$ cat src/hdl/led_panel_config.svh
`ifndef LED_PANEL_CONFIG_SVH
`define LED_PANEL_CONFIG_SVH

// panel geometry
`define LANE_COUNT      3
`define WORD_BITS       48
`define WORDS_PER_LANE  4
`define COLUMN_COUNT    8

// timing, in clk cycles per strobe and in strobes
`define CLK_DIV         2
`define BLANK_CYCLES    8
`define CONF_LAT_LEN    3

// lod_mode 01, gain 100, gclk_edge 0, pre_chg 1, full brightness
`define CONF_WORD       48'h63FF_FFFF_C000

`endif

$ cat src/hdl/led_word_pkg.sv
`default_nettype none

`include "led_panel_config.svh"

package led_word_pkg;

    // grayscale word, red channel shifted out first
    typedef struct packed {
        logic [15:0] red;
        logic [15:0] green;
        logic [15:0] blue;
    } gs_word_t;

    // driver function control word
    typedef struct packed {
        logic [1:0]  lod_mode;
        logic [2:0]  gain;
        logic        gclk_edge;
        logic        pre_chg;
        logic [26:0] color_bright;
        logic [13:0] reserved;
    } conf_word_t;

    typedef union packed {
        gs_word_t   gs;
        conf_word_t conf;
    } drv_word_u;

    // one word per lane, lane 0 in the low bits
    typedef drv_word_u [`LANE_COUNT-1:0] lane_words_t;

endpackage

`default_nettype wire

$ cat src/hdl/led_ctrl_pkg.sv
`default_nettype none

package led_ctrl_pkg;

    typedef enum logic [2:0] {
        IDLE,
        LOAD,
        SHIFT,
        LATCH,
        BLANK,
        NEXT_COL
    } ctrl_state_e;

    // what the pending latch will commit in the drivers
    typedef enum logic {
        LAT_GS,
        LAT_CONF
    } latch_kind_e;

endpackage

`default_nettype wire

$ cat src/hdl/drv_shift_if.sv
`default_nettype none

`include "led_panel_config.svh"

interface drv_shift_if
    import led_word_pkg::*;
();

    lane_words_t             words;
    logic                    load;
    logic                    shift;
    // current top bit of every lane
    logic [`LANE_COUNT-1:0]  msb;

    modport ctrl (
        output words,
        output load,
        output shift,
        input  msb
    );

    modport ser (
        input  words,
        input  load,
        input  shift,
        output msb
    );

endinterface

`default_nettype wire

$ cat src/hdl/clock_enable.sv
`default_nettype none

`include "led_panel_config.svh"

module clock_enable (
    input  logic clk,
    input  logic nrst,
    output logic clk_en
);

    localparam int CNT_W = ($clog2(`CLK_DIV) > 0) ? $clog2(`CLK_DIV) : 1;

    logic [CNT_W-1:0] div_cnt;

    // one strobe per wrap of the divider
    always_ff @(posedge clk or negedge nrst) begin
        if (!nrst) begin
            div_cnt <= '0;
            clk_en  <= 1'b0;
        end else if (div_cnt == CNT_W'(`CLK_DIV - 1)) begin
            div_cnt <= '0;
            clk_en  <= 1'b1;
        end else begin
            div_cnt <= div_cnt + 1'b1;
            clk_en  <= 1'b0;
        end
    end

endmodule

`default_nettype wire

$ cat src/hdl/framebuffer_emulator.sv
`default_nettype none

`include "led_panel_config.svh"

module framebuffer_emulator
    import led_word_pkg::*;
(
    input  logic                                clk,
    input  logic                                nrst,
    input  logic                                fb_req,
    input  logic [$clog2(`COLUMN_COUNT)-1:0]    column,
    input  logic [$clog2(`WORDS_PER_LANE)-1:0]  word_index,
    input  logic                                next_pattern,
    input  logic                                column_start,
    output lane_words_t                         fb_words
);

    logic pattern_inv;
    logic inv_now;

    // test pattern channel, tagged with where it belongs
    function automatic logic [15:0] chan_value(
        input logic       inv,
        input logic [2:0] col,
        input logic [1:0] wi,
        input logic [1:0] lane,
        input logic [1:0] ch
    );
        logic [15:0] value;
        value = {inv, col, wi, lane, ch, 6'b0};
        return inv ? ~value : value;
    endfunction

    // pattern choice held for the whole column
    always_ff @(posedge clk or negedge nrst) begin
        if (!nrst) begin
            pattern_inv <= 1'b0;
        end else if (column_start) begin
            pattern_inv <= next_pattern;
        end
    end

    // first request of a column already sees the new choice
    assign inv_now = column_start ? next_pattern : pattern_inv;

    always_ff @(posedge clk) begin
        if (fb_req) begin
            for (int l = 0; l < `LANE_COUNT; l++) begin
                fb_words[l].gs.red   <= chan_value(inv_now, column, word_index, 2'(l), 2'd0);
                fb_words[l].gs.green <= chan_value(inv_now, column, word_index, 2'(l), 2'd1);
                fb_words[l].gs.blue  <= chan_value(inv_now, column, word_index, 2'(l), 2'd2);
            end
        end
    end

endmodule

`default_nettype wire

$ cat src/hdl/shift_serializer.sv
`default_nettype none

`include "led_panel_config.svh"

module shift_serializer (
    input  logic                    clk,
    input  logic                    nrst,
    drv_shift_if.ser                shift_bus,
    output logic [`LANE_COUNT-1:0]  sin
);

    logic [`WORD_BITS-1:0] lane_q [`LANE_COUNT];

    // per-lane shift registers, MSB leaves first
    always_ff @(posedge clk or negedge nrst) begin
        if (!nrst) begin
            for (int l = 0; l < `LANE_COUNT; l++) begin
                lane_q[l] <= '0;
            end
        end else if (shift_bus.load) begin
            for (int l = 0; l < `LANE_COUNT; l++) begin
                lane_q[l] <= shift_bus.words[l];
            end
        end else if (shift_bus.shift) begin
            for (int l = 0; l < `LANE_COUNT; l++) begin
                lane_q[l] <= {lane_q[l][`WORD_BITS-2:0], 1'b0};
            end
        end
    end

    always_comb begin
        for (int l = 0; l < `LANE_COUNT; l++) begin
            shift_bus.msb[l] = lane_q[l][`WORD_BITS-1];
        end
    end

    // one cycle behind the register, settles while sclk is low
    always_ff @(posedge clk or negedge nrst) begin
        if (!nrst) begin
            sin <= '0;
        end else begin
            sin <= shift_bus.msb;
        end
    end

endmodule

`default_nettype wire

$ cat src/hdl/driver_controller.sv
`default_nettype none

`include "led_panel_config.svh"

module driver_controller
    import led_word_pkg::*, led_ctrl_pkg::*;
(
    input  logic                                clk,
    input  logic                                nrst,
    input  logic                                clk_en,
    input  logic                                cfg_start,
    drv_shift_if.ctrl                           shift_bus,
    input  lane_words_t                         fb_words,
    output logic                                fb_req,
    output logic [$clog2(`COLUMN_COUNT)-1:0]    column,
    output logic [$clog2(`WORDS_PER_LANE)-1:0]  word_index,
    output logic                                column_start,
    output logic                                sclk,
    output logic                                lat,
    output logic                                gclk,
    output logic                                column_ready,
    output logic                                driver_ready
);

    localparam int COL_W  = $clog2(`COLUMN_COUNT);
    localparam int WI_W   = $clog2(`WORDS_PER_LANE);
    localparam int BIT_W  = $clog2(`WORD_BITS + 1);
    localparam int STRB_W = $clog2(`BLANK_CYCLES + `CONF_LAT_LEN);

    ctrl_state_e       state;
    latch_kind_e       kind;
    logic              load_step;
    logic              cfg_pending;
    logic              gclk_phase;
    logic [BIT_W-1:0]  bit_cnt;
    logic [STRB_W-1:0] strb_cnt;
    logic [STRB_W-1:0] lat_last;
    lane_words_t       conf_words;

    // same configuration word into every lane
    always_comb begin
        for (int l = 0; l < `LANE_COUNT; l++) begin
            conf_words[l].conf = conf_word_t'(`CONF_WORD);
        end
    end

    assign shift_bus.words = (kind == LAT_CONF) ? conf_words : fb_words;
    assign shift_bus.load  = (state == LOAD) && load_step;
    // no shift after the last bit, the next load replaces the word
    assign shift_bus.shift = (state == SHIFT) && clk_en && sclk &&
                             (bit_cnt != BIT_W'(`WORD_BITS));

    assign fb_req       = (state == LOAD) && !load_step && (kind == LAT_GS);
    assign column_start = fb_req && (word_index == '0);
    assign column_ready = (state == NEXT_COL);
    assign lat_last     = (kind == LAT_CONF) ? STRB_W'(`CONF_LAT_LEN - 1) : '0;

    always_ff @(posedge clk or negedge nrst) begin
        if (!nrst) begin
            state        <= IDLE;
            kind         <= LAT_GS;
            load_step    <= 1'b0;
            cfg_pending  <= 1'b0;
            gclk_phase   <= 1'b0;
            bit_cnt      <= '0;
            strb_cnt     <= '0;
            word_index   <= '0;
            column       <= '0;
            sclk         <= 1'b0;
            lat          <= 1'b0;
            gclk         <= 1'b0;
            driver_ready <= 1'b0;
        end else begin
            // gclk runs at a quarter of the strobe rate, parked in blanking
            if (clk_en) begin
                gclk_phase <= ~gclk_phase;
                if (gclk_phase && state != BLANK && state != NEXT_COL) begin
                    gclk <= ~gclk;
                end
            end
            case (state)
                IDLE: begin
                    if (clk_en) begin
                        driver_ready <= 1'b0;
                        word_index   <= '0;
                        bit_cnt      <= '0;
                        load_step    <= 1'b0;
                        state        <= LOAD;
                        if (cfg_pending) begin
                            kind        <= LAT_CONF;
                            cfg_pending <= 1'b0;
                        end else begin
                            kind <= LAT_GS;
                        end
                    end
                end
                // request, then load, at clk rate
                LOAD: begin
                    if (!load_step) begin
                        load_step <= 1'b1;
                    end else begin
                        load_step <= 1'b0;
                        state     <= SHIFT;
                    end
                end
                SHIFT: begin
                    if (clk_en && !sclk) begin
                        sclk    <= 1'b1;
                        bit_cnt <= bit_cnt + 1'b1;
                    end else if (clk_en) begin
                        sclk <= 1'b0;
                        if (bit_cnt == BIT_W'(`WORD_BITS)) begin
                            bit_cnt <= '0;
                            if (kind == LAT_CONF ||
                                word_index == WI_W'(`WORDS_PER_LANE - 1)) begin
                                state <= LATCH;
                            end else begin
                                word_index <= word_index + 1'b1;
                                state      <= LOAD;
                            end
                        end
                    end
                end
                // lat rises one strobe after the last sclk fall
                LATCH: begin
                    if (clk_en && !lat) begin
                        lat      <= 1'b1;
                        strb_cnt <= '0;
                    end else if (clk_en && strb_cnt == lat_last) begin
                        lat      <= 1'b0;
                        strb_cnt <= '0;
                        if (kind == LAT_CONF) begin
                            state <= IDLE;
                        end else begin
                            gclk  <= 1'b0;
                            state <= BLANK;
                        end
                    end else if (clk_en) begin
                        strb_cnt <= strb_cnt + 1'b1;
                    end
                end
                BLANK: begin
                    if (clk_en && strb_cnt == STRB_W'(`BLANK_CYCLES - 1)) begin
                        strb_cnt <= '0;
                        state    <= NEXT_COL;
                    end else if (clk_en) begin
                        strb_cnt <= strb_cnt + 1'b1;
                    end
                end
                NEXT_COL: begin
                    state        <= IDLE;
                    column       <= (column == COL_W'(`COLUMN_COUNT - 1)) ? '0 : column + 1'b1;
                    // frame done once the last column is out
                    driver_ready <= (column == COL_W'(`COLUMN_COUNT - 1));
                end
                default: state <= IDLE;
            endcase
            if (cfg_start) begin
                cfg_pending <= 1'b1;
            end
        end
    end

endmodule

`default_nettype wire

$ cat src/hdl/column_mux.sv
`default_nettype none

`include "led_panel_config.svh"

module column_mux (
    input  logic                      clk,
    input  logic                      nrst,
    input  logic                      column_ready,
    output logic [`COLUMN_COUNT-1:0]  mux_out
);

    // one-hot select, column 0 after reset
    always_ff @(posedge clk or negedge nrst) begin
        if (!nrst) begin
            mux_out <= `COLUMN_COUNT'(1);
        end else if (column_ready) begin
            mux_out <= {mux_out[`COLUMN_COUNT-2:0], mux_out[`COLUMN_COUNT-1]};
        end
    end

endmodule

`default_nettype wire

$ cat src/hdl/led_panel_top.sv
`default_nettype none

`include "led_panel_config.svh"

module led_panel_top
    import led_word_pkg::*;
(
    input  logic                      clk,
    input  logic                      nrst,
    input  logic                      cfg_start,
    input  logic                      next_pattern,
    output logic [`LANE_COUNT-1:0]    sin,
    output logic                      sclk,
    output logic                      lat,
    output logic                      gclk,
    output logic [`COLUMN_COUNT-1:0]  mux_out,
    output logic                      driver_ready
);

    logic                                clk_en;
    logic                                fb_req;
    logic                                column_start;
    logic                                column_ready;
    logic [$clog2(`COLUMN_COUNT)-1:0]    column;
    logic [$clog2(`WORDS_PER_LANE)-1:0]  word_index;
    lane_words_t                         fb_words;

    drv_shift_if shift_bus ();

    // strobe for all panel timing
    clock_enable main_clock_enable (
        .clk    (clk),
        .nrst   (nrst),
        .clk_en (clk_en)
    );

    framebuffer_emulator main_fb_emulator (
        .clk          (clk),
        .nrst         (nrst),
        .fb_req       (fb_req),
        .column       (column),
        .word_index   (word_index),
        .next_pattern (next_pattern),
        .column_start (column_start),
        .fb_words     (fb_words)
    );

    driver_controller main_driver_controller (
        .clk          (clk),
        .nrst         (nrst),
        .clk_en       (clk_en),
        .cfg_start    (cfg_start),
        .shift_bus    (shift_bus.ctrl),
        .fb_words     (fb_words),
        .fb_req       (fb_req),
        .column       (column),
        .word_index   (word_index),
        .column_start (column_start),
        .sclk         (sclk),
        .lat          (lat),
        .gclk         (gclk),
        .column_ready (column_ready),
        .driver_ready (driver_ready)
    );

    shift_serializer main_serializer (
        .clk       (clk),
        .nrst      (nrst),
        .shift_bus (shift_bus.ser),
        .sin       (sin)
    );

    column_mux main_column_mux (
        .clk          (clk),
        .nrst         (nrst),
        .column_ready (column_ready),
        .mux_out      (mux_out)
    );

endmodule

`default_nettype wire

$ cat config.mk
export PLATFORM = sky130hd
export DESIGN_NAME = led_panel_top
export DESIGN_NICKNAME = d
export VERILOG_FILES = /design/src/hdl/led_word_pkg.sv /design/src/hdl/led_ctrl_pkg.sv /design/src/hdl/drv_shift_if.sv /design/src/hdl/clock_enable.sv /design/src/hdl/framebuffer_emulator.sv /design/src/hdl/shift_serializer.sv /design/src/hdl/driver_controller.sv /design/src/hdl/column_mux.sv /design/src/hdl/led_panel_top.sv
export VERILOG_INCLUDE_DIRS = /design/src /design/src/hdl
export SDC_FILE = /design/constraint.sdc
export NUM_CORES = 1
export LEC_CHECK = 0
export BUFFER_PORTS_ARGS = -buffer_cell sky130_fd_sc_hd__buf_2
export CORE_ASPECT_RATIO = 0.5
export CORE_UTILIZATION = 34
export DETAILED_ROUTE_END_ITERATION = 16
export GPL_TIMING_DRIVEN = 0
export MAX_ROUTING_LAYER = met4
export PLACE_DENSITY_LB_ADDON = 0.2
export SLEW_MARGIN = 20
export SYNTH_ARGS = -nofsm -noshare
export SYNTH_HDL_FRONTEND = slang
export SYNTH_SLANG_ARGS = --single-unit
$ cat constraint.sdc
create_clock -name clk -period 2.2 [get_ports clk]
set_input_delay 0.33 -clock clk [delete_from_list [all_inputs] [get_ports clk]]
set_output_delay 0.33 -clock clk [all_outputs]
set_load 0.05 [all_outputs]
==> impl_metrics.tcl <==
set metrics [dict create \
    status "completed" \
    die_height_um 107 \
    h-tree-depth 4 \
    grt_use_total 0.172 \
    dp_hpwl_um 11400 \
    seqPwrFrac 0.499 \
    drt_wl_total_um 17400 \
    start_kind "flip-flop" \
    p_switching_mw 1.37 \
    p_per_area_nw_per_um2 744 \
    skew_ns 0.0103 \
    syn_to_final_growth_pct 16.6 \
    clock_latency_ns 0.44 \
    finalSetupViolCount 0 \
    ir_worst_vdd_v 0.000448 \
    required_ns 2.53 \
    clk_path_buf_depth 2 \
    p_clk_frac 0.488 \
    portBuffers 18 \
    cp.arrival_ns 2.44 \
    yosysSeqAreaShare 0.591 \
    globalplace.congestion 0.801 \
    cts_tree "done" \
    post_drt_via_cell_ratio 5.08 \
    synth_cell_type_count 50 \
    critPathMaxFanout 5 \
    grt_start_max_net_pins 69 \
    avgSynthCellArea_um2 9.67 \
    fmax_ghz 0.473 \
    antenna_found_initial 0 \
    hp-class "primary input to flip-flop" \
    die_area_um2 22600 \
    synthArstFlopShare 0.954 \
    grt_overflow 0 \
    grt_pass1_vias 5635 \
    cap_violations 0 \
    min_period_ns 2.11 \
    design_area_um2 8730 \
    postPlaceCellArea_um2 8000 \
    grt_pass1_wl_um 29300 \
    core_region_area_um2 21100 \
    syn_nets 785 \
    finalHoldViolCount 0 \
    ys_seq_elements 175 \
    period_share 0.961 \
    std_cell_rows 37 \
    synth_warnings 0 \
    drive_gt1_frac 0.144 \
    worstMarginPinSlew_ns 0.789 \
    p_comb_frac 0.013 \
    swShare 0.212 \
    final_max_slew_viol_count 0 \
    vias 5690 \
    cts_made_buffers 17 \
    synth_top_flop_cell "dfrtp_1" \
    synth-edff-count 8 \
    leakage_nw 3.88 \
    cts_root_buffer "clkbuf_16" \
    ant_nets 0 \
    critical_path_class "flip-flop to flip-flop" \
    wire_per_inst_um 15.5 \
    fin_util 0.414 \
    fp.dieW_um 212 \
    antenna_cells 0 \
    fin_nets 827 \
    slew-limit-headroom 0.472 \
    drc 0 \
    dp_slack_ns -0.0755 \
    rsz0062_at_grt "yes" \
    p_int_mw 5.12 \
    synth.cell_area_um2 7480 \
    clk_pin_slew_ns 0.07 \
    crit_path_end_kind "flip-flop" \
    start_util 0.355 \
    syn_inst 774 \
    fin_hold_ws_ns 0.0914 \
    ff2ff_setup_slack_ns 0.09 \
    fin_ws_ns 0.0859 \
    pin_count 19 \
    drtPass1Iterations 5 \
    clock-sinks 175 \
    drt-initial-drc-count 402 \
]
-- cell families (layout without fill, tap and decap cells) --
kind of cell	after synthesis	count (layout)	synth area share
compound gates	184	184	0.132
mux	12	12	0.0182
flops	175	175	0.591
xor+xnor	12	12	0.0140
simple gates	313	313	0.192
other cells	1	1	0.000501
fa+ha+maj	7	7	0.0117
buf+inv	70	125	0.0405
-- power by group through the flow --
| stage | clock, mW | sequential (mW) | combinational, mW |
|---|---|---|---|
| finish | 3.17 | 3.24 | 0.0852 |
| CTS | 3.23 | 3.24 | 0.0918 |
| global placement | 0 | 3.30 | 0.0744 |
| floorplan | 0 | 3.30 | 0.00707 |
| global route | 3.36 | 3.24 | 0.101 |
| detailed placement | 0 | 3.30 | 0.0899 |
-- routing by layer --
metal,wire [um],track usage,up-vias,part of all wire
met2,7900,0.262,90,0.45
li1,-,-,2767,-
met3,642,0.0325,19,0.037
met5,0,-,-,0
met1,8620,0.231,2814,0.50
met4,225,0.0595,0,0.013
-- flip-flops by register name, summed over array words and instances, names as in the netlist, 2 cells and up --
| name | count |
|---|---|
| main_serializer.lane_q | 124 |
| main_fb_emulator.fb_words | 8 |
| main_driver_controller.column | 3 |
| main_driver_controller.bit_cnt | 6 |
| main_driver_controller.strb_cnt | 4 |
| main_column_mux.mux_out | 8 |
| main_driver_controller.state | 3 |
| main_driver_controller.word_index | 2 |
| main_serializer.sin | 3 |
| main_serializer.shift_bus.msb | 3 |
-- critical path, cell delays in order (launching register included) --
cell	delay [ns]
dfrtp_1	0.42
inv_1	0.11
ha_1	0.15
nand4b_1	0.20
nor4_1	0.71
nand3b_1	0.15
a41o_1	0.27
-- worst paths after layout --
kind	from	to	depth (start not counted)
max in group asynchronous	nrst	main_serializer.lane_q[32]$_DFFE_PN0P_	4
setup reg to reg	main_driver_controller.bit_cnt[0]$_DFFE_PN0P_	main_driver_controller.state[1]$_DFFE_PN0P_	6
min in group asynchronous	nrst	main_driver_controller.strb_cnt[0]$_DFFE_PN0P_	2
setup / recovery	main_driver_controller.bit_cnt[0]$_DFFE_PN0P_	main_driver_controller.state[1]$_DFFE_PN0P_	6
hold reg to reg	main_clock_enable.div_cnt$_DFF_PN0_	main_clock_enable.clk_en$_DFF_PN0_	0
hold / removal	cfg_start	main_driver_controller.cfg_pending$_DFFE_PN0P_	2
-- cell usage after synthesis, types with 2 or more instances --
cell | number | area share
edfxtp_1 | 8 | 0.032
nand2_1 | 90 | 0.045
nand4_1 | 5 | 0.0042
buf_4 | 2 | 0.0020
o22ai_1 | 3 | 0.0025
mux2_2 | 10 | 0.015
clkbuf_1 | 30 | 0.015
ha_1 | 7 | 0.012
xnor2_1 | 6 | 0.0070
and3_1 | 2 | 0.0017
a41o_1 | 2 | 0.0027
a31oi_1 | 3 | 0.0025
xor2_1 | 6 | 0.0070
inv_1 | 11 | 0.0055
nand3b_1 | 3 | 0.0030
nor2_1 | 73 | 0.037
o21ai_0 | 10 | 0.0067
a22o_1 | 2 | 0.0023
dfrtp_1 | 166 | 0.56
a21oi_1 | 150 | 0.10
nand2b_1 | 7 | 0.0059
o311ai_0 | 2 | 0.0023
a21o_1 | 2 | 0.0020
buf_2 | 26 | 0.017
nand3_1 | 8 | 0.0054
nor4_1 | 3 | 0.0025
nor3_1 | 111 | 0.074
o211ai_1 | 4 | 0.0040
-- cell usage in the layout (no fill, tap or decap), drive strengths merged, types with 4 or more instances in the layout --
cell type	instances
a21oi	150
buf	47
clkbuf	54
clkinv	6
dfrtp	166
edfxtp	8
ha	7
inv	12
mux2	10
nand2	90
nand2b	7
nand3	8
nand4	5
nor2	74
nor3	111
o211ai	4
o21ai	10
xnor2	6
xor2	6
-- cell type report --
class | instances | area (um^2)
sequential | 175 | 4420
clock inverter | 12 | 158
buffer | 58 | 310
multi-input combinational | 529 | 2770
clock buffer | 20 | 458
timing repair buffer | 24 | 200
tap | 292 | 365
fill | 2047 | 12300
inverter | 11 | 41.3
-- what timing repair did --
action,CTS,global route
pin swaps,0,2
resized for setup,5,48
hold buffers,1,0
hold endpoints to repair,31,0
setup endpoints to repair,77,130
setup buffers,0,3
-- stage by stage --
step / TNS, ns / total power, mW / cells
after floorplan: 0 / 3.31 / 774
after global placement: -317.56 / 3.37 / 1084
after detailed placement: -2.46 / 3.39 / 1086
after CTS: 0 / 6.56 / 1119
after global routing: -0.0193 / 6.69 / 1121
final: 0 / 6.49 / 1121
(Power assumes the default switching activity.)
